<file path="src/rtl/rx_defines.svh">
// receiver sample packer defines
// channel count, buffer geometry and command bit positions in op

`ifndef RX_DEFINES_SVH
`define RX_DEFINES_SVH

////////////////////////////////////////
// audio channels
////////////////////////////////////////

`define RX_CHANS		4		// DDC audio channels feeding the packer
`define RX_CHAN_BITS	2		// log2(RX_CHANS)

////////////////////////////////////////
// shared sample buffer
////////////////////////////////////////

`define RXBUF_DEPTH		1024	// 16-bit words, pointers just wrap
`define RXBUF_ADDR_BITS	10		// log2(RXBUF_DEPTH)

////////////////////////////////////////
// one-hot op bits
////////////////////////////////////////

`define OP_SET_RX_NSAMPS	0	// wr_reg: samples per block from tos
`define OP_GET_RX_SAMP		1	// wr_evt: read next buffer word
`define OP_GET_BUF_CTR		2	// wr_evt: read block counter
`define OP_GET_RX_SRQ		3	// rd_reg: poll and clear service request

`endif

</file>
<file path="src/rtl/rx_pkg.sv">
// receiver sample packer types
// word widths and the sequencer state/source encodings

`default_nettype none

`include "rx_defines.svh"

package rx_pkg;

	typedef logic [15:0]					sample_word_t;	// one buffer word
	typedef logic [47:0]					ticks_t;		// timestamp
	typedef logic [7:0]						nsamps_t;		// audio samples per block
	typedef logic [31:0]					tos_t;			// cpu top of stack
	typedef logic [15:0]					op_t;			// one-hot opcode field
	typedef logic [`RXBUF_ADDR_BITS-1:0]	buf_addr_t;
	typedef logic [`RX_CHAN_BITS-1:0]		rx_chan_t;

	// block transfer sequencer
	typedef enum logic [2:0] {
		IDLE,			// waiting for rx_avail
		CHAN_MOVE,		// i, q, iq3 per channel
		BLOCK_CHECK,	// decide stop or close block
		TICKS_MOVE,		// 3 timestamp words
		CTR_MOVE		// block counter word
	} xfer_state_t;

	// which word goes into the buffer on a write
	typedef enum logic [2:0] {
		WORD_I, WORD_Q, WORD_IQ3,
		WORD_TICKS_LO, WORD_TICKS_MID, WORD_TICKS_HI,
		WORD_CTR
	} word_sel_t;

endpackage

`default_nettype wire

</file>
<file path="src/rtl/rx_xfer_sequencer.sv">
// receiver block transfer sequencer
// on each rx_avail moves i, q, iq3 of every channel into the buffer, and on
// the last sample of a block appends the timestamp and the block counter

`default_nettype none

`include "rx_defines.svh"

module rx_xfer_sequencer (
	input  wire						adc_clk,
	input  wire						reset_bufs_A,

	input  wire						rx_avail_i,		// all channels ready, one cycle
	input  wire rx_pkg::nsamps_t	nrx_samps_i,	// samples per block

	output logic					wr_o,			// buffer write this cycle
	output rx_pkg::word_sel_t		word_sel_o,		// write source
	output rx_pkg::rx_chan_t		chan_o,			// channel for WORD_I/Q/IQ3
	output logic					block_done_o	// block closed, one cycle
	);

	import rx_pkg::*;

	xfer_state_t	state;
	nsamps_t		count;		// samples moved in the current block

	logic last_chan;			// on the final channel of the transfer
	logic last_samp;			// this transfer closes the block

	assign last_chan = (chan_o == rx_chan_t'(`RX_CHANS - 1));
	assign last_samp = (count == nrx_samps_i - 8'd1);

	////////////////////////////////////////
	// state machine
	////////////////////////////////////////

	//  cycle:  A   1 .. 3*RX_CHANS   C   T T T  K   D
	//  A: rx_avail_i, C: BLOCK_CHECK, T: ticks lo/mid/hi
	//  K: counter word, D: block_done (back in IDLE)
	//  non-closing transfers stop at C

	always_ff @(posedge adc_clk)
	begin
		if (reset_bufs_A)
		begin
			state        <= IDLE;
			count        <= '0;
			wr_o         <= 1'b0;
			word_sel_o   <= WORD_I;
			chan_o       <= '0;
			block_done_o <= 1'b0;
		end
		else
		begin
			block_done_o <= 1'b0;		// pulse only

			case (state)
				IDLE:
					if (rx_avail_i)
					begin
						state      <= CHAN_MOVE;
						wr_o       <= 1'b1;		// first write next cycle
						word_sel_o <= WORD_I;
						chan_o     <= '0;
					end

				CHAN_MOVE:
					case (word_sel_o)
						WORD_I:		word_sel_o <= WORD_Q;
						WORD_Q:		word_sel_o <= WORD_IQ3;
						default:	// iq3 done, next channel or stop writing
						begin
							word_sel_o <= WORD_I;
							if (last_chan)
							begin
								state <= BLOCK_CHECK;
								wr_o  <= 1'b0;
							end
							else
								chan_o <= chan_o + 1'b1;
						end
					endcase

				BLOCK_CHECK:
					if (last_samp)
					begin
						state      <= TICKS_MOVE;	// keep going, close the block
						wr_o       <= 1'b1;
						word_sel_o <= WORD_TICKS_LO;
					end
					else
					begin
						state <= IDLE;
						count <= count + 1'b1;
					end

				TICKS_MOVE:
					case (word_sel_o)
						WORD_TICKS_LO:	word_sel_o <= WORD_TICKS_MID;
						WORD_TICKS_MID:	word_sel_o <= WORD_TICKS_HI;
						default:
						begin
							state      <= CTR_MOVE;		// single counter word follows
							word_sel_o <= WORD_CTR;
						end
					endcase

				CTR_MOVE:
				begin
					state        <= IDLE;
					wr_o         <= 1'b0;
					word_sel_o   <= WORD_I;
					count        <= '0;
					block_done_o <= 1'b1;		// bumps block counter and srq
				end

				default:
				begin
					state <= IDLE;
					wr_o  <= 1'b0;
				end
			endcase
		end
	end

	////////////////////////////////////////
	// checks
	////////////////////////////////////////

	// channels must not deliver faster than a full block-closing transfer
	a_avail_gap: assert property (@(posedge adc_clk) disable iff (reset_bufs_A)
		rx_avail_i |=> (!rx_avail_i) [*(3*`RX_CHANS + 7)])
		else $error("rx_avail_i too soon after previous pulse");

	a_avail_idle: assert property (@(posedge adc_clk) disable iff (reset_bufs_A)
		rx_avail_i |-> (state == IDLE))
		else $error("rx_avail_i during a transfer");

	a_wr_idle: assert property (@(posedge adc_clk) disable iff (reset_bufs_A)
		(state == IDLE) |-> !wr_o)
		else $error("buffer write while idle");

endmodule

`default_nettype wire

</file>
<file path="config.mk">
export PLATFORM = sky130hd
export DESIGN_NAME = rx_xfer_sequencer
export DESIGN_NICKNAME = d
export VERILOG_FILES = /design/src/rtl/rx_pkg.sv /design/src/rtl/rx_xfer_sequencer.sv
export VERILOG_INCLUDE_DIRS = /design/src /design/src/rtl
export SDC_FILE = /design/constraint.sdc
export NUM_CORES = 1
export LEC_CHECK = 0
export ABC_AREA = 1
export BUFFER_PORTS_ARGS = -buffer_cell sky130_fd_sc_hd__buf_2
export CAP_MARGIN = 20
export CORE_AREA = 8 8 52 63
export CTS_CLUSTER_SIZE = 25
export DETAILED_ROUTE_END_ITERATION = 8
export DIE_AREA = 0 0 60 71
export PLACE_DENSITY_LB_ADDON = 0.15
export SETUP_SLACK_MARGIN = 0.3
export SLEW_MARGIN = 20
export SYNTH_ARGS = -nofsm -noshare
export SYNTH_HDL_FRONTEND = slang
export SYNTH_SLANG_ARGS = --single-unit
</file>
<file path="constraint.sdc">
create_clock -name adc_clk -period 2.2 [get_ports adc_clk]
set_clock_uncertainty 0.15 [all_clocks]
set_input_delay 0.33 -clock adc_clk [delete_from_list [all_inputs] [get_ports adc_clk]]
set_output_delay 0.33 -clock adc_clk [all_outputs]
set_load 0.02 [all_outputs]
</file>
Word-level counts from Yosys, hierarchy flattened --
Index checks and enable logic that the tools add are counted.
Word-level totals: register bits 18, latch bits 0, bits in writable memories 0, bits in read-only memories 0, input bits 11, output and inout port bits 7, logic and storage cells 61, memories 0
Operators by class: $add $sub $neg 3, multipliers 0, divide/modulo/power cells 0, $lt $le $gt $ge 0, eq/ne operators 16, shift operators 0, mux-type cells 23, bitwise operators 1, reductions and logical operators 12
Operator list (count):
- 2-to-1 mux 3 bit | 6
- case mux 8 bit (2 select lines) | 1
- case mux 3 bit (5 select lines) | 1
- inequality test 2 bit, second input constant | 7
- case mux 2 bit (2 select lines) | 3
- case mux 3 bit (4 select lines) | 1
- equality test 3 x 2 -> 1 bit, second input constant | 3
- adder 8 x 1 -> 8 bit, second input constant | 1
- equality test 8 bit | 1
- 2-to-1 mux 2 bit | 4
- 2-to-1 mux 8 bit | 1
- AND reduction 4 bit | 2
- subtractor 8 x 1 -> 8 bit, second input constant | 1
- equality test 3 x 1 -> 1 bit, second input constant | 2
- equality test 3 bit, second input constant | 2
- logical NOT 3 bit | 2
- 2-to-1 mux 1 bit | 5
- AND reduction 5 bit | 1
- nonzero test 5 bit | 1
- case mux 1 bit (4 select lines) | 1
- nonzero test 2 bit | 2
- OR reduction 2 bit | 2
- AND reduction 3 bit | 1
- adder 2 x 1 -> 2 bit, second input constant | 1
- other kinds (3) | 3

Longest topological paths before layout --
word-level depth 4, mapped depth 17, gate-level depth less buffers 17

Worst setup path after synthesis --
No wires, ideal clock.
path type input -> register, from in nrx_samps_i[0], to reg wr_o, setup time 132 ps, data arrival time 1544 ps, required time 1918 ps, setup slack 373 ps, stages 15, path buffers 1, path through inv_1 -> ha_1 -> nand2_1 -> inv_1 -> nor2_1 -> nand2_1 -> nor2_1 -> nand3_1 -> nor2_1 -> nand2_1 -> nand2_2 -> buf_6 -> nand2_1 -> nand2_1 -> a21oi_1
On the way: word-level cells in the longest chain between the ends 4
RTL lines:
- start: declaration | line rx_xfer_sequencer.sv:14 | input wire rx_pkg::nsamps_t nrx_samps_i,
- subtractor 8 x 1 -> 8 bit | line rx_xfer_sequencer.sv:31 | assign last_samp = (count == nrx_samps_i - 8'd1);
- equality test 8 bit | line rx_xfer_sequencer.sv:31
- inequality test 2 bit (no source line)
- AND reduction 5 bit (no source line)
- end signal: assignment | line rx_xfer_sequencer.sv:48 | wr_o <= 1'b0;
- end signal: assignment | line rx_xfer_sequencer.sv:62 | wr_o <= 1'b1;
- end signal: assignment | line rx_xfer_sequencer.sv:77 | wr_o <= 1'b0;
- end: declaration | line rx_xfer_sequencer.sv:16 | output logic wr_o,
Every way passes these cells. A chain may end at the register's enable or synchronous reset.

Worst setup path in the final report --
from in nrx_samps_i[1], to reg wr_o
Same word-level chain as after synthesis.

==> run_results.csv <==
group,metric,value,unit
synth,synth_nets,221,
die,io_pins,18,
synth,netlist_instances,207,
detailed_routing,firstDrtPassIters,6,
synth,ys_types,19,
cts,cts_tree,"yes",
sta,timing.slew.headroom,78.7,%
synth,syn-cell-area,0.00122,sq mm
detailed_routing,drtIter0Drc,49,
min_path,min_to,"state[0]$_SDFFE_PP0P_",
placed_design,dp_hpwl,2240,microns
cells_and_area,final_cell_mix,"nand2_1, inv_1, nor2_1",
grt,antenna_found_initial,0,
placed_design,gp_congestion,0.794,
sta,fin_crit_sh,79.9,%
min_path,hp-class,"input pin to flop",
worst_setup_path,critPathCaptureType,"flop",
min_path,hold_depth,2,
die,dieArea,0.00426,sq mm
cells_and_area,antenna_cells,0,
run,cap_violations,0,
sta,tightest_slew,317,ps
die,start_util,51.3,%
detailed_routing,vias_per_cell,4.95,
grt,grt_pass1_wl,4930,microns
synth,synth_largest_area_cell,"dfxtp_1",
worst_setup_path,reg2reg_slack,450,ps
sta,rsz0062_at_grt,"no",
power_and_ir_drop,irDropWorstVdd,0.543,mV
cells_and_area,finish.utilization,62.1,%
worst_setup_path,cp.required,2240,ps
cells_and_area,syn2layout_area_growth,20.9,%
sta,tns,0,ps
detailed_routing,final_antenna_net_count,0,
cts,clk_pin_slew,100,ps
sta,hold_viol,0,
cts,h-tree-depth,1,
cts,clock_path_buffers,2,
synth,synth_top_cell_area_share,29.5,%
cells_and_area,fillers,227,
grt,grt_pass1_vias,1259,
cells_and_area,final_common_cell,"nand2_1",
detailed_routing,wire_per_inst,10.9,microns
worst_setup_path,reg2reg_depth,13,
grt,grt_max_degree,14,
worst_setup_path,critPathKind,"input pin to flop",
detailed_routing,num_vias,1297,
cts,cts_sinks,18,
die,num_rows,20,
placed_design,port_buffers,17,
synth,ys_seq_elements,18,
cells_and_area,drive_gt1_share,20.5,%
cts,root_buffer,"clkbuf_4",
sta,fin_crit,1760,ps
worst_setup_path,startpoint_type,"input pin",
detailed_routing,drc,0,
worst_setup_path,r2r-end,"wr_o$_SDFFE_PP0P_",
sta,final-max-slew-violation-count,0,
die,die_h,71,microns
cts,cts_buffers,3,
worst_setup_path,crit_fanout,8,
grt,globalRoute.totalOverflow,0,
synth,syn_area_per_cell,5.89,sq um
synth,ys_seq_area_share,29.5,%
die,chipWidth,60,microns
worst_setup_path,critPathArrivalTime,1800,ps
detailed_routing,routed_wl,2850,microns
sta,setup_viol,0,
worst_setup_path,crit-reg2reg-launch,"count[0]$_SDFFE_PP0P_",
status,outcome,"finished, final reports clean",
grt,grt_use_total,14.5,%
cells_and_area,finalNetCount,244,
min_path,hold_start,"reset_bufs_A",
cts,clock_latency,300,ps
die,core,0.00238,sq mm
power_and_ir_drop,p_leak,0.740,nW
cts,cts_hold_buf,0,
synth,yosys_warnings,0,
synth,synth.area.top_cells,"dfxtp_1, nand2_1, inv_1",
power_and_ir_drop,power.density,729,mW/mm^2
sta,fmax,569,MHz
-- state kept, by name (all words and copies together) (netlist names) --
signal / flops
block_done_o: 1
state: 3
chan_o: 2
count: 8
wr_o: 1
word_sel_o: 3
-- repair_timing --
item,4_1_cts,5_1_grt
buffers inserted,3,0
cloned,0,0
hold endpoints to repair,0,0
setup endpoints to repair,10,14
resized for setup,3,24
pin swaps,1,11
-- cells by family (layout without fill, tap and decap cells) --
kind of cell,count (synthesis),in the layout,synth area share [%]
AO/OA/AOI/OAI,23,23,10.4
XOR/XNOR,7,7,5.03
adder cells (fa/ha/maj),3,3,3.08
buffers and inverters,40,62,12.9
flip-flops,18,18,29.5
AND/OR/NAND/NOR,116,116,39.1
-- cell usage after synthesis --
cell type	number
nor2_1	32
nand3_2	2
ha_1	3
nand2_2	1
xor2_1	5
nor3_1	2
o221ai_1	1
nand2_1	62
o21ai_0	7
o211ai_1	1
xnor2_1	2
dfxtp_1	18
o211a_1	1
clkbuf_1	1
nand3_1	15
a21oi_1	13
buf_6	1
inv_1	38
nand4_1	2
-- final cells by class --
class | instances | area, sq um | share of cell area (%)
multi-input combinational | 149 | 764 | 51.8
tap | 33 | 41.3 | 2.80
sequential | 18 | 363 | 24.6
clock buffer | 4 | 36.3 | 2.46
timing repair buffer | 20 | 125 | 8.48
inverter | 38 | 145 | 9.84
-- where the power goes --
| group | leakage [nW] | switching, mW | internal, mW |
|---|---|---|---|
| clock | 0.0210 | 0.102 | 0.101 |
| combinational | 0.572 | 0.291 | 0.169 |
| sequential | 0.147 | 0.0413 | 0.370 |
-- per-stage QoR --
step | hold slack (ps) | power, mW | area [sq um] | instances | worst slack (ps)
5_1_grt | 225 | 1.15 | 1480 | 262 | 282
3_5_place_dp | 311 | 0.813 | 1330 | 255 | -162
2_1_floorplan | 249 | 0.713 | 1220 | 207 | 373
6_report | 215 | 1.08 | 1480 | 262 | 442
4_1_cts | 204 | 1.03 | 1400 | 262 | 313
3_3_place_gp | 298 | 0.802 | 1330 | 255 | -41.3
-- worst max-delay path, cell delays in order --
cell     delay [ps]
buf_2           100
inv_2            70
ha_4            200
nand2_2          60
inv_2            30
nor2_2           90
nand2_1          70
nor2_2          120
nand3_1         100
nor2_2          100
nand2_2          80
nand2_4         150
buf_6           120
nand2_1          50
nand2_1          70
a21oi_2          50
-- per-layer routing --
metal  GRT usage (%)  routed length, microns  vias to the layer above
met2            28.2                    1570                       18
met5               0                       0                        -
li1                -                       -                      684
met4            6.38                      44                        0
met1            13.9                    1150                      591
met3            2.18                      90                        4
-- worst max-delay path by stage --
stage	slack (ps)	startpoint	end	cells past startpoint
4_1_cts	310	nrx_samps_i[0]	count[3]$_SDFFE_PP0P_	17
3_3_place_gp	-40	nrx_samps_i[0]	word_sel_o[1]$_SDFFE_PP0P_	15
6_report	440	nrx_samps_i[1]	wr_o$_SDFFE_PP0P_	16
2_1_floorplan	370	nrx_samps_i[0]	wr_o$_SDFFE_PP0P_	15
5_1_grt	280	count[3]$_SDFFE_PP0P_	word_sel_o[0]$_SDFFE_PP0P_	14
3_5_place_dp	-160	nrx_samps_i[0]	count[3]$_SDFFE_PP0P_	17
No activity file was read; power rests on OpenSTA's default activity.
