--- src/rtl/rx_defines.svh ---
// receiver sample packer defines
// channel count, buffer geometry and command bit positions in op

`ifndef RX_DEFINES_SVH
`define RX_DEFINES_SVH

////////////////////////////////////////
// audio channels
////////////////////////////////////////

`define RX_CHANS		4		// DDC audio channels feeding the packer
`define RX_CHAN_BITS	2		// log2(RX_CHANS)

////////////////////////////////////////
// shared sample buffer
////////////////////////////////////////

`define RXBUF_DEPTH		1024	// 16-bit words, pointers just wrap
`define RXBUF_ADDR_BITS	10		// log2(RXBUF_DEPTH)

////////////////////////////////////////
// one-hot op bits
////////////////////////////////////////

`define OP_SET_RX_NSAMPS	0	// wr_reg: samples per block from tos
`define OP_GET_RX_SAMP		1	// wr_evt: read next buffer word
`define OP_GET_BUF_CTR		2	// wr_evt: read block counter
`define OP_GET_RX_SRQ		3	// rd_reg: poll and clear service request

`endif

--- src/rtl/rx_pkg.sv ---
// receiver sample packer types
// word widths and the sequencer state/source encodings

`default_nettype none

`include "rx_defines.svh"

package rx_pkg;

	typedef logic [15:0]					sample_word_t;	// one buffer word
	typedef logic [47:0]					ticks_t;		// timestamp
	typedef logic [7:0]						nsamps_t;		// audio samples per block
	typedef logic [31:0]					tos_t;			// cpu top of stack
	typedef logic [15:0]					op_t;			// one-hot opcode field
	typedef logic [`RXBUF_ADDR_BITS-1:0]	buf_addr_t;
	typedef logic [`RX_CHAN_BITS-1:0]		rx_chan_t;

	// block transfer sequencer
	typedef enum logic [2:0] {
		IDLE,			// waiting for rx_avail
		CHAN_MOVE,		// i, q, iq3 per channel
		BLOCK_CHECK,	// decide stop or close block
		TICKS_MOVE,		// 3 timestamp words
		CTR_MOVE		// block counter word
	} xfer_state_t;

	// which word goes into the buffer on a write
	typedef enum logic [2:0] {
		WORD_I, WORD_Q, WORD_IQ3,
		WORD_TICKS_LO, WORD_TICKS_MID, WORD_TICKS_HI,
		WORD_CTR
	} word_sel_t;

endpackage

`default_nettype wire

--- src/rtl/rx_cmd_decode.sv ---
// receiver command decode
// qualifies cpu strobes with their op bits, holds the samples-per-block
// register and the service-request latch

`default_nettype none

`include "rx_defines.svh"

module rx_cmd_decode (
	input  wire					adc_clk,
	input  wire					reset_bufs_A,

	input  wire rx_pkg::op_t	op_i,		// one-hot opcode
	input  wire rx_pkg::tos_t	tos_i,		// operand
	input  wire					wr_reg_i,
	input  wire					wr_evt_i,
	input  wire					rd_reg_i,

	input  wire					block_done_i,	// from sequencer, one cycle

	output rx_pkg::nsamps_t		nrx_samps_o,
	output logic				get_samp_o,
	output logic				get_ctr_o,
	output logic				ser_o			// service request to cpu
	);

	import rx_pkg::*;

	////////////////////////////////////////
	// strobe qualify
	////////////////////////////////////////

	logic set_nsamps;		// load nrx_samps from tos
	logic get_srq;			// poll srq
	logic srq_noted;		// block closed since last poll

	assign set_nsamps = wr_reg_i && op_i[`OP_SET_RX_NSAMPS];
	assign get_samp_o = wr_evt_i && op_i[`OP_GET_RX_SAMP];	// combinational, same cycle
	assign get_ctr_o  = wr_evt_i && op_i[`OP_GET_BUF_CTR];
	assign get_srq    = rd_reg_i && op_i[`OP_GET_RX_SRQ];

	// samples per block
	always_ff @(posedge adc_clk)
	begin
		if (reset_bufs_A)
			nrx_samps_o <= '0;
		else if (set_nsamps)
			nrx_samps_o <= tos_i[$bits(nsamps_t)-1:0];	// low byte of tos
	end

	////////////////////////////////////////
	// service request latch
	////////////////////////////////////////

	// noted collects block_done pulses, out is what the last poll saw
	always_ff @(posedge adc_clk)
	begin
		if (reset_bufs_A)
		begin
			srq_noted <= 1'b0;
			ser_o     <= 1'b0;
		end
		else if (get_srq)
		begin
			srq_noted <= block_done_i;		// clear, unless a block closes right now
			ser_o     <= srq_noted;
		end
		else
			srq_noted <= srq_noted | block_done_i;
	end

	// the cpu only ever raises one op bit per strobe
	a_op_onehot: assert property (@(posedge adc_clk) disable iff (reset_bufs_A)
		(wr_reg_i || wr_evt_i || rd_reg_i) |-> $onehot(op_i))
		else $error("op_i not one-hot with a strobe");

endmodule

`default_nettype wire

--- config.mk ---
export PLATFORM = sky130hd
export DESIGN_NAME = rx_cmd_decode
export DESIGN_NICKNAME = d
export VERILOG_FILES = /design/src/rtl/rx_pkg.sv /design/src/rtl/rx_cmd_decode.sv
export VERILOG_INCLUDE_DIRS = /design/src /design/src/rtl
export SDC_FILE = /design/constraint.sdc
export NUM_CORES = 1
export LEC_CHECK = 0
export ABC_AREA = 1
export BUFFER_PORTS_ARGS = -buffer_cell sky130_fd_sc_hd__buf_2
export CAP_MARGIN = 40
export CORE_MARGIN = 2
export CORE_UTILIZATION = 26
export CTS_BUF_LIST = sky130_fd_sc_hd__clkbuf_8
export DETAILED_ROUTE_END_ITERATION = 6
export PLACE_DENSITY = 0.76
export SYNTH_ARGS = -nofsm -noshare
export SYNTH_HDL_FRONTEND = slang
export SYNTH_SLANG_ARGS = --single-unit
--- constraint.sdc ---
create_clock -name adc_clk -period 0.8 [get_ports adc_clk]
set_input_delay 0.12 -clock adc_clk [delete_from_list [all_inputs] [get_ports adc_clk]]
set_output_delay 0.12 -clock adc_clk [all_outputs]
set_load 0.03 [all_outputs]
Word level (Yosys, flattened, before mapping)
Index checks and enable logic that the tools add are counted.
{"block": "totals", "in_bits": 54, "elab_cells": 9, "output_inout_bits": 11, "regBits": 10}
{"block": "op_classes", "bitwise": 1, "n_mux": 1, "n_reduce_logical": 4}
{"cell": "1-bit logical AND", "count": 4}
{"cell": "1-bit 2-to-1 mux", "count": 1}
{"cell": "1-bit bitwise OR", "count": 1}

Depth between registers and ports, before layout
Gate-level depths: netlist of run 1.
{"block": "depth", "word_depth": 2, "depth_mapped": 5, "depth_no_buf": 4}

Least setup slack after synthesis of run 1
Ideal clock, no wire load.
{"block": "synth_timing", "kind": "reg-to-reg", "start": "register, netlist name nrx_samps_o[0]", "end": "register nrx_samps_o[0]", "t_arrival_ps": 732, "stages_incl_launch_ff": 5, "slack_ps": 4, "setup_ps": 64, "cell_sequence": "dfxtp_1 inv_1 nand2_2 nand2_1 nor2_1"}
{"item": "to (signal assigned)", "line_no": "rx_cmd_decode.sv:48", "rtl": "nrx_samps_o <= tos_i[$bits(nsamps_t)-1:0];"}
{"item": "to (decl)", "line_no": "rx_cmd_decode.sv:21", "rtl": "output rx_pkg::nsamps_t nrx_samps_o,"}

Worst setup path in the final report of run 1
{"block": "layout_timing", "start": "register nrx_samps_o[6]", "end": "output port nrx_samps_o[6]"}
No word-level cell between the ends.

==> metrics.csv, run 1 <==
stage;metric;value;unit
global_route;pin count of the biggest net entering global routing;17;
sta;Max Freq;1250;MHz
run_status;status;finished, violations left;
cells_and_area;fraction of final layout cells sized beyond drive strength 1;44.8;%
sta;Period Utilization, post-route;100;%
synth;Avg Cell Area, Syn;6.46;um2
sta;Final Hold Vio Count;0;
run;number of max-cap violations;0;
worst_hold_path;type of the worst min-delay path;input port to flop;
sta;minimum period implied by the final worst setup slack;801;ps
synth;most area-consuming cells after synthesis;sky130_fd_sc_hd__dfxtp_1, sky130_fd_sc_hd__nand2_1, sky130_fd_sc_hd__nor2_1;
cells_and_area;Area growth syn-to-layout;60.4;%
detailed_routing;wirelength, routed;897;um
synth;Mapped Cells;66;
worst_setup_path;dominant delay contributor by cell family on the critical path;flip-flops;
worst_hold_path;Min-Delay Path Depth;2;
detailed_routing;DR pass1 iterations;2;
sta;Fin Setup TNS;-0.524;ps
clock_tree;Clock Tree Buf Depth;2;
clock_tree;postcts setup bufs;0;
worst_setup_path;critical path launch point type;flop;
detailed_routing;number of antenna-violating nets in the routed design;0;
detailed_routing;Avg Vias per Cell;4.04;
pwr;overall power;1.34;mW
detailed_routing;detail-routed net length per standard cell;8.01;um
pwr;Worst IR Drop VDD;1.01;mV
pwr;leakage dissipation;0.399;nW
run_status;violated checks;setup timing;
sta;Worst-Margin Slew;311;ps
sta;Slew Limit Headroom;79.2;%
pwr;Clk network pwr share;37.5;%
detailed_routing;detailed-route via count;452;
die;die extent in y;44.5;um
worst_setup_path;maximum net fanout on the critical path;2;
worst_setup_path;count of cells along the worst register-to-register path;4;
synth;cell with the most instances after synthesis;sky130_fd_sc_hd__nand2_1;
synth;count of different cell masters after synthesis;8;
worst_setup_path;total buffers and inverters traversed by the critical path;1;
global_route;initial antenna violation count;0;
detailed_routing;DRC violations left;0;
synth;net count after synthesis;120;
placement;cell area after placement;576;um2
synth;Synth warnings;0;
synth;number of enable-type register cells in the synthesized netlist;0;
pwr;power per cell area;1960;nW/um2
die;core outline area;1520;um2
clock_tree;number of clock sinks;10;
worst_setup_path;Crit path depth;1;
clock_tree;clock buffers created by TritonCTS;3;
synth;proportion of synthesized flip-flops having asynchronous set or reset;0;%
synth;post-synthesis instance area;427;um2
synth;FF+latch count, synth;10;
global_route;global-route wire length before repair;1390;um
pwr;logic gate share of total power;20.6;%
worst_setup_path;worst-path cell with the longest stage delay;sky130_fd_sc_hd__dfxtp_2;
placement;post-detailed-placement half-perimeter wirelength;661;um
pwr;Sequential Power Share;41.9;%
synth;Seq/Total Area, Yosys;46.9;%
sta;post-route clock skew;0.0331;ps
sta;total count of max-transition violations in the final report;0;
clock_tree;clock insertion delay at the later pin of the skew report;220;ps
synth;cell type with the largest total area after synthesis;sky130_fd_sc_hd__dfxtp_1;
worst_setup_path;crit path cell chain;buf_6;
cells_and_area;number of nets in the layout;152;
die;die area;1980;um2
cells_and_area;cell area after layout;684;um2
global_route;GRT overflow;0;
worst_setup_path;internal reg-to-reg setup slack;160;ps
worst_setup_path;biggest cell delay along the critical path;330;ps
clock_tree;Clk Tree Root Cell;sky130_fd_sc_hd__clkbuf_8;
sta;setup repair after global routing missed its margin;true;
clock_tree;CTS tree;done;
sta;final critical-path setup slack;-0.524;ps
worst_setup_path;type of the worst setup path;flop to primary output;
synth;area share of the leading cell type in the synthesized netlist;46.9;%
synth;leading cell types by count after synthesis;sky130_fd_sc_hd__nand2_1, sky130_fd_sc_hd__nor2_1, sky130_fd_sc_hd__inv_1;
synth;top flip-flop cell by instance count after synthesis;sky130_fd_sc_hd__dfxtp_1;
die;starting density of the core;28.0;%
die;floorplan die width;44.5;um
placement;weighted congestion reported at the end of routability-driven placement;0.594;
pwr;Internal Dissipation;0.989;mW
global_route;vias in the first global route;389;
sta;Hold Worst Slack;68.5;ps
clock_tree;number of H-tree branching levels;1;
global_route;global-route usage over all layers;9.72;%
clock_tree;clock-pin transition on the worst setup and hold timing paths;50;ps
sta;Final setup viols;1;
worst_setup_path;Critical Path Sink Type;primary output;
detailed_routing;starting DRC count in detailed routing;3;
pwr;switching power summed over all nets;0.350;mW
clock_tree;number of hold buffers added after CTS;0;
worst_setup_path;endpoint required time on the critical path;680;ps
worst_setup_path;Crit path arrival time;680;ps
placement;count of port buffers added during placement;28;
cells_and_area;final antenna diode count;0;
die;IO Count;65;
die;floorplan row count;14;
pwr;switching part of the total power;26.2;%
==> metrics by stage <==
stage                     util (%)  setup WS (ps)  cells
after global routing          44.9          -30.1    112
after global placement        37.8           35.7    109
after CTS                     44.9          -6.08    112
final                         44.9         -0.524    112
after detailed placement      37.8          -17.8    109
after floorplan                  -           4.08     66
==> what timing repair did <==
action	in CTS	in global routing
endpoints found under the hold margin	0	0
endpoints found under the setup margin	9	9
gates resized for setup	27	0
==> kinds of logic after synthesis <==
| kind of cell | count (synthesis) | share of synthesized area (%) |
|---|---|---|
| and+or+nand+nor | 41 | 37.8 |
| DFF | 10 | 46.9 |
| buffers and inverters | 14 | 14.1 |
| AOI/OAI and AO/OA | 1 | 1.17 |
==> layer usage <==
metal / vias to the layer above / part of all wire [%] / global-route usage [%]
met5: - / 0 / 0
met1: 184 / 46 / 10.9
met3: 0 / 10 / 3.67
li1: 246 / - / -
met2: 22 / 44 / 16.5
met4: 0 / 0 / 3.64
==> final timing paths <==
path,to,start
worst max register to register,nrx_samps_o[6],nrx_samps_o[6]
worst max-delay path,nrx_samps_o[6],nrx_samps_o[6]
worst min register to register,srq_noted,srq_noted
worst min-delay path,srq_noted,reset_bufs_A
==> power by group through the flow <==
stage / logic, mW / clock network [mW] / registers (mW)
after floorplan: 0.0966 / 0 / 0.619
after global placement: 0.236 / 0 / 0.557
after detailed placement: 0.242 / 0 / 0.557
after CTS: 0.278 / 0.519 / 0.561
after global routing: 0.304 / 0.548 / 0.565
final: 0.276 / 0.502 / 0.561
==> sequential cells by signal, indices dropped and copies added (netlist names) <==
name and cells:
nrx_samps_o 8, ser_o 1, srq_noted 1
==> layout make-up <==
cell class | instances | area, um2
fillers | 168 | 840
flip-flops and latches | 10 | 211
repair buffers | 28 | 196
multi-input cells | 42 | 166
inverters | 13 | 48.8
clock buffers | 3 | 41.3
well taps | 16 | 20.0
==> layout by cell type (no fill, tap or decap) <==
cell                        n
sky130_fd_sc_hd__nand2_2    3
sky130_fd_sc_hd__inv_1     12
sky130_fd_sc_hd__dfxtp_1    1
sky130_fd_sc_hd__a21oi_1    1
sky130_fd_sc_hd__buf_2     19
sky130_fd_sc_hd__nor2_1    18
sky130_fd_sc_hd__buf_6      9
sky130_fd_sc_hd__clkinv_1   1
sky130_fd_sc_hd__dfxtp_2    9
sky130_fd_sc_hd__nand2_1   20
sky130_fd_sc_hd__clkbuf_8   3
Note: power is estimated with default switching activity, not from simulation.
==> inputs of run 2 (changes only) <==
Settings changed: CORE_UTILIZATION 26 to 25, CTS_BUF_LIST sky130_fd_sc_hd__clkbuf_8 to unset, PLACE_DENSITY 0.76 to 0.74.
==> run 2 against run 1 <==
  * Critical endpoint is now nrx_samps_o[1]
  * Sequential power hardly changed
  * Clock skew hardly changed
  * The run still ends with setup timing left
  * Clock power is 35% lower
  * Largest power group unchanged
  * Utilization is 1.7 points lower
==> metrics.csv, run 2 (synthesis results as in run 1) <==
stage;metric;value;unit;change
run_status;status;finished, violations left;;
run_status;violated checks;setup timing;;
cells_and_area;number of nets in the layout;153;;+0.66%
sta;Period Utilization, post-route;104;%;+4.2 points
pwr;power per cell area;1730;nW/um2;-12%
cells_and_area;largest registers;nrx_samps_o x8, ser_o x1, srq_noted x1;;
worst_setup_path;Critical Path Sink Type;primary output;;
global_route;GRT overflow;0;;unchanged
worst_setup_path;crit path cell chain;buf_6;;
cells_and_area;# fillers;175;;+4.2%
detailed_routing;detailed-route via count;447;;-1.1%
placement;count of port buffers added during placement;28;;unchanged
cells_and_area;fraction of final layout cells sized beyond drive strength 1;45.4;%;+0.57 points
global_route;pin count of the biggest net entering global routing;17;;unchanged
cells_and_area;combined area of the multi-input logic cells;166;um2;unchanged
run;number of max-cap violations;0;;unchanged
sta;minimum period implied by the final worst setup slack;834;ps;+33.8 ps
cells_and_area;register ranked first by flip-flop count;nrx_samps_o;;
worst_setup_path;Crit path arrival time;710;ps;+30 ps
die;starting density of the core;27.4;%;-0.63 points
die;IO Count;65;;unchanged
clock_tree;clock insertion delay at the later pin of the skew report;250;ps;+30 ps
clock_tree;Clock Tree Buf Depth;2;;unchanged
global_route;global-route usage over all layers;9.86;%;+0.14 points
global_route;initial antenna violation count;0;;unchanged
detailed_routing;starting DRC count in detailed routing;4;;+1
die;floorplan die width;45.3;um;+1.8%
placement;placed instance count;109;;unchanged
cells_and_area;Area growth syn-to-layout;57.8;%;
die;die extent in y;45.3;um;+1.8%
sta;Final setup viols;9;;+8
cells_and_area;cell area after layout;673;um2;-1.6%
sta;Final Hold Vio Count;0;;unchanged
cells_and_area;Largest register FFs;8;;unchanged
worst_setup_path;dominant delay contributor by cell family on the critical path;flip-flops;;
sta;setup repair after global routing missed its margin;true;;
clock_tree;CTS tree;done;;
worst_setup_path;worst-path cell with the longest stage delay;sky130_fd_sc_hd__dfxtp_2;;
worst_setup_path;maximum net fanout on the critical path;2;;unchanged
clock_tree;clock buffers created by TritonCTS;3;;unchanged
pwr;leakage dissipation;0.397;nW;-0.63%
sta;Fin Setup TNS;-273;ps;-272 ps
clock_tree;clock-pin transition on the worst setup and hold timing paths;60;ps;about the same
cells_and_area;commonest non-fill, non-tap cells in the layout;sky130_fd_sc_hd__nand2_1, sky130_fd_sc_hd__buf_2, sky130_fd_sc_hd__nor2_1, sky130_fd_sc_hd__inv_1;;
global_route;vias in the first global route;360;;-7.5%
worst_setup_path;total buffers and inverters traversed by the critical path;1;;unchanged
clock_tree;number of clock sinks;10;;unchanged
die;die area;2050;um2;+3.6%
detailed_routing;detail-routed net length per standard cell;7.83;um;-2.2%
detailed_routing;Avg Vias per Cell;3.96;;-2.0%
die;floorplan row count;14;;unchanged
detailed_routing;wirelength, routed;885;um;-1.3%
placement;weighted congestion reported at the end of routability-driven placement;0.553;;-6.8%
cells_and_area;final antenna diode count;0;;unchanged
clock_tree;number of H-tree branching levels;1;;unchanged
worst_hold_path;type of the worst min-delay path;input port to flop;;
placement;cell area after placement;576;um2;unchanged
sta;total count of max-transition violations in the final report;0;;unchanged
placement;post-detailed-placement half-perimeter wirelength;658;um;-0.47%
worst_setup_path;type of the worst setup path;flop to primary output;;
worst_setup_path;biggest cell delay along the critical path;330;ps;about the same
cells_and_area;Final Core Density;43.2;%;-1.7 points
sta;post-route clock skew;0.0224;ps;-0.0107 ps
sta;Worst-Margin Slew;307;ps;-4.56 ps
cells_and_area;area taken by flip-flops and latches;211;um2;unchanged
cells_and_area;post-route insts no fill;113;;+0.89%
global_route;global-route wire length before repair;1390;um;unchanged
detailed_routing;DR pass1 iterations;4;;+2
worst_setup_path;endpoint required time on the critical path;680;ps;about the same
worst_setup_path;critical path launch point type;flop;;
sta;Slew Limit Headroom;79.5;%;+0.30 points
detailed_routing;number of antenna-violating nets in the routed design;0;;unchanged
pwr;Worst IR Drop VDD;0.882;mV;-12%
sta;Max Freq;1200;MHz;-4.1%
detailed_routing;DRC violations left;0;;unchanged
clock_tree;Clk Tree Root Cell;sky130_fd_sc_hd__clkbuf_4;;
cells_and_area;commonest non-fill, non-tap cell in the layout;sky130_fd_sc_hd__nand2_1;;
die;core outline area;1560;um2;+2.3%
sta;Hold Worst Slack;32.3;ps;-36.2 ps
sta;final critical-path setup slack;-34.4;ps;-33.8 ps
-- run 2: worst reg2reg max path: stages, from the launching register on --
cell and delay, ps:
sky130_fd_sc_hd__dfxtp_2 320, sky130_fd_sc_hd__buf_4 120, sky130_fd_sc_hd__inv_1 40, sky130_fd_sc_hd__nand2_1 40
sky130_fd_sc_hd__nand2_1 50, sky130_fd_sc_hd__nor2_1 50
-- run 2: layout make-up --
cell class / count / share of cell area (%)
clock buffer: 3 / 3.35
tap: 16 / 2.97
multi-input combinational: 42 / 24.7
sequential: 10 / 31.4
timing repair buffer: 29 / 30.3
inverter: 13 / 7.25
-- run 2: power breakdown --
group | internal [mW] | switching, mW
logic | 0.124 | 0.155
registers | 0.539 | 0.0208
clock network | 0.173 | 0.154
-- run 2: stage by stage --
| stage | power (mW) | worst slack [ps] |
|---|---|---|
| 4_1_cts | 1.19 | -52.6 |
| 3_5_place_dp | 0.798 | 5.45 |
| 3_3_place_gp | 0.792 | 37.2 |
| 6_report | 1.17 | -34.4 |
| 5_1_grt | 1.25 | -81.8 |
| 2_1_floorplan | 0.716 | 4.08 |
-- run 2: path summary, 6_finish.rpt --
| check | start | endpoint | slack [ps] | cells past startpoint |
|---|---|---|---|---|
| worst max register to register | ser_o | ser_o | 70 | 5 |
| worst min-delay path | reset_bufs_A | srq_noted | 30 | 2 |
| worst max-delay path | nrx_samps_o[1] | nrx_samps_o[1] | -30 | 1 |
| worst min register to register | srq_noted | srq_noted | 460 | 2 |
-- run 2: metal layers --
metal	vias up	GRT usage (%)	routed length, um
li1	248	-	-
met1	179	9.71	386
met2	20	16.9	425
met3	0	6.00	73
met4	0	3.53	0
met5	-	0	0
-- run 2: repair_timing --
action	CTS	global route
hold buffers	0	0
endpoints found under the setup margin	9	9
resized for setup	27	0
buffers inserted	0	1
==> inputs of run 3 (changes only) <==
Settings changed: CORE_UTILIZATION 25 to 27, CTS_CLUSTER_DIAMETER set to 30, PLACE_DENSITY 0.74 to 0.76.
Clock period 0.8 ns to 0.9 ns, I/O delays scaled along.
==> run 3 against run 2 <==
  * Critical path type unchanged
  * Utilization is 2.5 points higher
  * Cell area is 0.93% higher
  * Worst setup slack better by 79 ps
  * Global-route usage is 0.092 points lower
  * Flip-flop and latch count stayed put
  * Routed wire length is 1.0% higher
  * Register-to-register slack better by 180 ps
  * Clock-buffer cell count is 1 higher
  * The flow now finishes without violations
==> metrics.csv, run 3 (synthesis results as in run 1) <==
stage;metric;value;unit;change
worst_setup_path;internal reg-to-reg setup slack;250;ps;+180 ps
detailed_routing;wirelength, routed;894;um;+1.0%
placement;post-detailed-placement half-perimeter wirelength;684;um;+4.0%
worst_setup_path;crit path cell chain;buf_6;;
sta;minimum period implied by the final worst setup slack;855;ps;
sta;Final setup viols;0;;-9
worst_setup_path;maximum net fanout on the critical path;2;;unchanged
run;number of max-cap violations;0;;unchanged
sta;total count of max-transition violations in the final report;0;;unchanged
die;die extent in y;43.8;um;-3.4%
detailed_routing;DR pass1 iterations;3;;-1
worst_setup_path;CP endpoint;nrx_samps_o[4];;
sta;Period Utilization, post-route;95.1;%;
cells_and_area;final antenna diode count;0;;unchanged
worst_setup_path;count of cells along the worst register-to-register path;4;;-1
clock_tree;number of H-tree branching levels;1;;unchanged
die;IO Count;65;;unchanged
worst_setup_path;Critical Path Sink Type;primary output;;
global_route;global-route usage over all layers;9.77;%;-0.092 points
pwr;power per cell area;1680;nW/um2;-3.1%
global_route;pin count of the biggest net entering global routing;17;;unchanged
sta;post-route clock skew;0.0190;ps;-0.00336 ps
pwr;leakage dissipation;0.399;nW;+0.49%
worst_setup_path;worst-path cell with the longest stage delay;sky130_fd_sc_hd__dfxtp_2;;
cells_and_area;largest registers;nrx_samps_o x8, ser_o x1, srq_noted x1;;
clock_tree;Clk Tree Root Cell;sky130_fd_sc_hd__clkbuf_4;;
pwr;logic gate share of total power;21.5;%;-2.5 points
run_status;status;complete, no violations;;
global_route;initial antenna violation count;0;;unchanged
sta;Worst-Margin Slew;301;ps;-5.10 ps
detailed_routing;number of antenna-violating nets in the routed design;0;;unchanged
cells_and_area;number of nets in the layout;152;;-0.65%
worst_setup_path;start point of the critical path;nrx_samps_o[4];;
sta;Slew Limit Headroom;79.8;%;+0.34 points
detailed_routing;detailed-route via count;459;;+2.7%
clock_tree;number of hold buffers added after CTS;0;;unchanged
pwr;switching part of the total power;27.0;%;-1.2 points
detailed_routing;detail-routed net length per standard cell;7.91;um;+1.0%
worst_setup_path;Crit path arrival time;720;ps;about the same
cells_and_area;# fillers;153;;-13%
clock_tree;clock buffers created by TritonCTS;3;;unchanged
cells_and_area;Area growth syn-to-layout;59.2;%;
detailed_routing;DRC violations left;0;;unchanged
cells_and_area;Largest register FFs;8;;unchanged
worst_setup_path;total buffers and inverters traversed by the critical path;1;;unchanged
placement;count of port buffers added during placement;28;;unchanged
sta;Final Hold Vio Count;0;;unchanged
die;floorplan row count;14;;unchanged
clock_tree;CTS tree;done;;
detailed_routing;Avg Vias per Cell;4.06;;+2.7%
clock_tree;clock-pin transition on the worst setup and hold timing paths;70;ps;about the same
worst_setup_path;reg-to-reg critical path startpoint;nrx_samps_o[5];;
die;core outline area;1490;um2;-4.5%
pwr;Clk network pwr share;34.9;%;+6.9 points
pwr;Worst IR Drop VDD;0.792;mV;-10%
placement;Place WS;62.8;ps;+57.3 ps
worst_setup_path;type of the worst setup path;flop to primary output;;
global_route;vias in the first global route;356;;-1.1%
worst_setup_path;biggest cell delay along the critical path;340;ps;about the same
pwr;Sequential Power Share;43.6;%;-4.4 points
cells_and_area;commonest non-fill, non-tap cells in the layout;sky130_fd_sc_hd__nand2_1, sky130_fd_sc_hd__buf_2, sky130_fd_sc_hd__nor2_1, sky130_fd_sc_hd__inv_1;;
sta;Max Freq;1170;MHz;
clock_tree;clock insertion delay at the later pin of the skew report;260;ps;about the same
placement;weighted congestion reported at the end of routability-driven placement;0.556;;+0.51%
clock_tree;Clock Tree Buf Depth;2;;unchanged
clock_tree;number of clock sinks;10;;unchanged
die;starting density of the core;28.7;%;+1.3 points
die;die area;1910;um2;-6.8%
pwr;Internal Dissipation;0.831;mW;-0.55%
placement;placed instance count;109;;unchanged
sta;final critical-path setup slack;44.5;ps;+78.9 ps
worst_hold_path;type of the worst min-delay path;input port to flop;;
cells_and_area;fraction of final layout cells sized beyond drive strength 1;45.4;%;unchanged
cells_and_area;post-route insts no fill;113;;unchanged
cells_and_area;commonest non-fill, non-tap cell in the layout;sky130_fd_sc_hd__nand2_1;;
worst_setup_path;endpoint of the most critical register-to-register path;nrx_samps_o[5];;
worst_setup_path;Crit path depth;1;;unchanged
pwr;switching power summed over all nets;0.308;mW;-6.5%
detailed_routing;starting DRC count in detailed routing;6;;+2
global_route;global-route wire length before repair;1310;um;-5.4%
global_route;GRT overflow;0;;unchanged
worst_setup_path;critical path launch point type;flop;;
cells_and_area;register ranked first by flip-flop count;nrx_samps_o;;
worst_setup_path;endpoint required time on the critical path;760;ps;+80 ps
die;floorplan die width;43.8;um;-3.4%
worst_hold_path;Min-Delay Path Depth;2;;unchanged
worst_setup_path;dominant delay contributor by cell family on the critical path;flip-flops;;
-- run 3: what timing repair did --
item | CTS | global route
pin swaps | 0 | 0
setup endpoints to repair | 9 | 9
buffers inserted | 0 | 0
gates resized for setup | 12 | 15
hold endpoints to repair | 0 | 0
-- run 3: worst min path at each step --
stage	endpoint	from
floorplan	srq_noted	reset_bufs_A
global placement	srq_noted	reset_bufs_A
detailed placement	srq_noted	reset_bufs_A
CTS	srq_noted	reset_bufs_A
global route	srq_noted	reset_bufs_A
finish	srq_noted	reset_bufs_A
-- run 3: power by group through the flow --
stage	registers (mW)	clock network, mW	logic (mW)
3_5_place_dp	0.496	0	0.216
3_3_place_gp	0.495	0	0.210
5_1_grt	0.500	0.443	0.271
6_report	0.497	0.397	0.245
2_1_floorplan	0.550	0	0.0858
4_1_cts	0.489	0.413	0.236
-- run 3: cell type report --
cell class	instances	area, um2	share of cell area, %
well taps	16	20.0	2.95
flip-flops and latches	10	211	31.1
clock buffers	4	36.3	5.34
inverters	13	48.8	7.18
multi-input cells	42	166	24.5
repair buffers	28	196	28.9
-- run 3: stage by stage --
stage                     power [mW]  util, %  setup TNS, ps  cell area (um2)  hold WS (ps)
after detailed placement       0.712     38.7              0              576           318
after CTS                       1.14     43.4              0              646          34.5
after global routing            1.21     45.6          -3.12              679          43.6
final                           1.14     45.6              0              679          44.7
after floorplan                0.636        -              0              427           204
after global placement         0.704     38.7              0              576           307
-- run 3: metal layers --
layer | vias to the layer above | GRT usage (%) | share of wire [%]
li1 | 248 | - | -
met1 | 187 | 10.6 | 39
met2 | 24 | 15.3 | 49
met3 | 0 | 7.50 | 12
met4 | 0 | 1.82 | 0
met5 | - | 0 | 0
-- run 3: worst register-to-register path: stages (launching register included) --
cell,delay [ps]
sky130_fd_sc_hd__dfxtp_2,320
sky130_fd_sc_hd__inv_1,50
sky130_fd_sc_hd__nand2_1,60
sky130_fd_sc_hd__nand2_1,70
sky130_fd_sc_hd__nor2_1,40
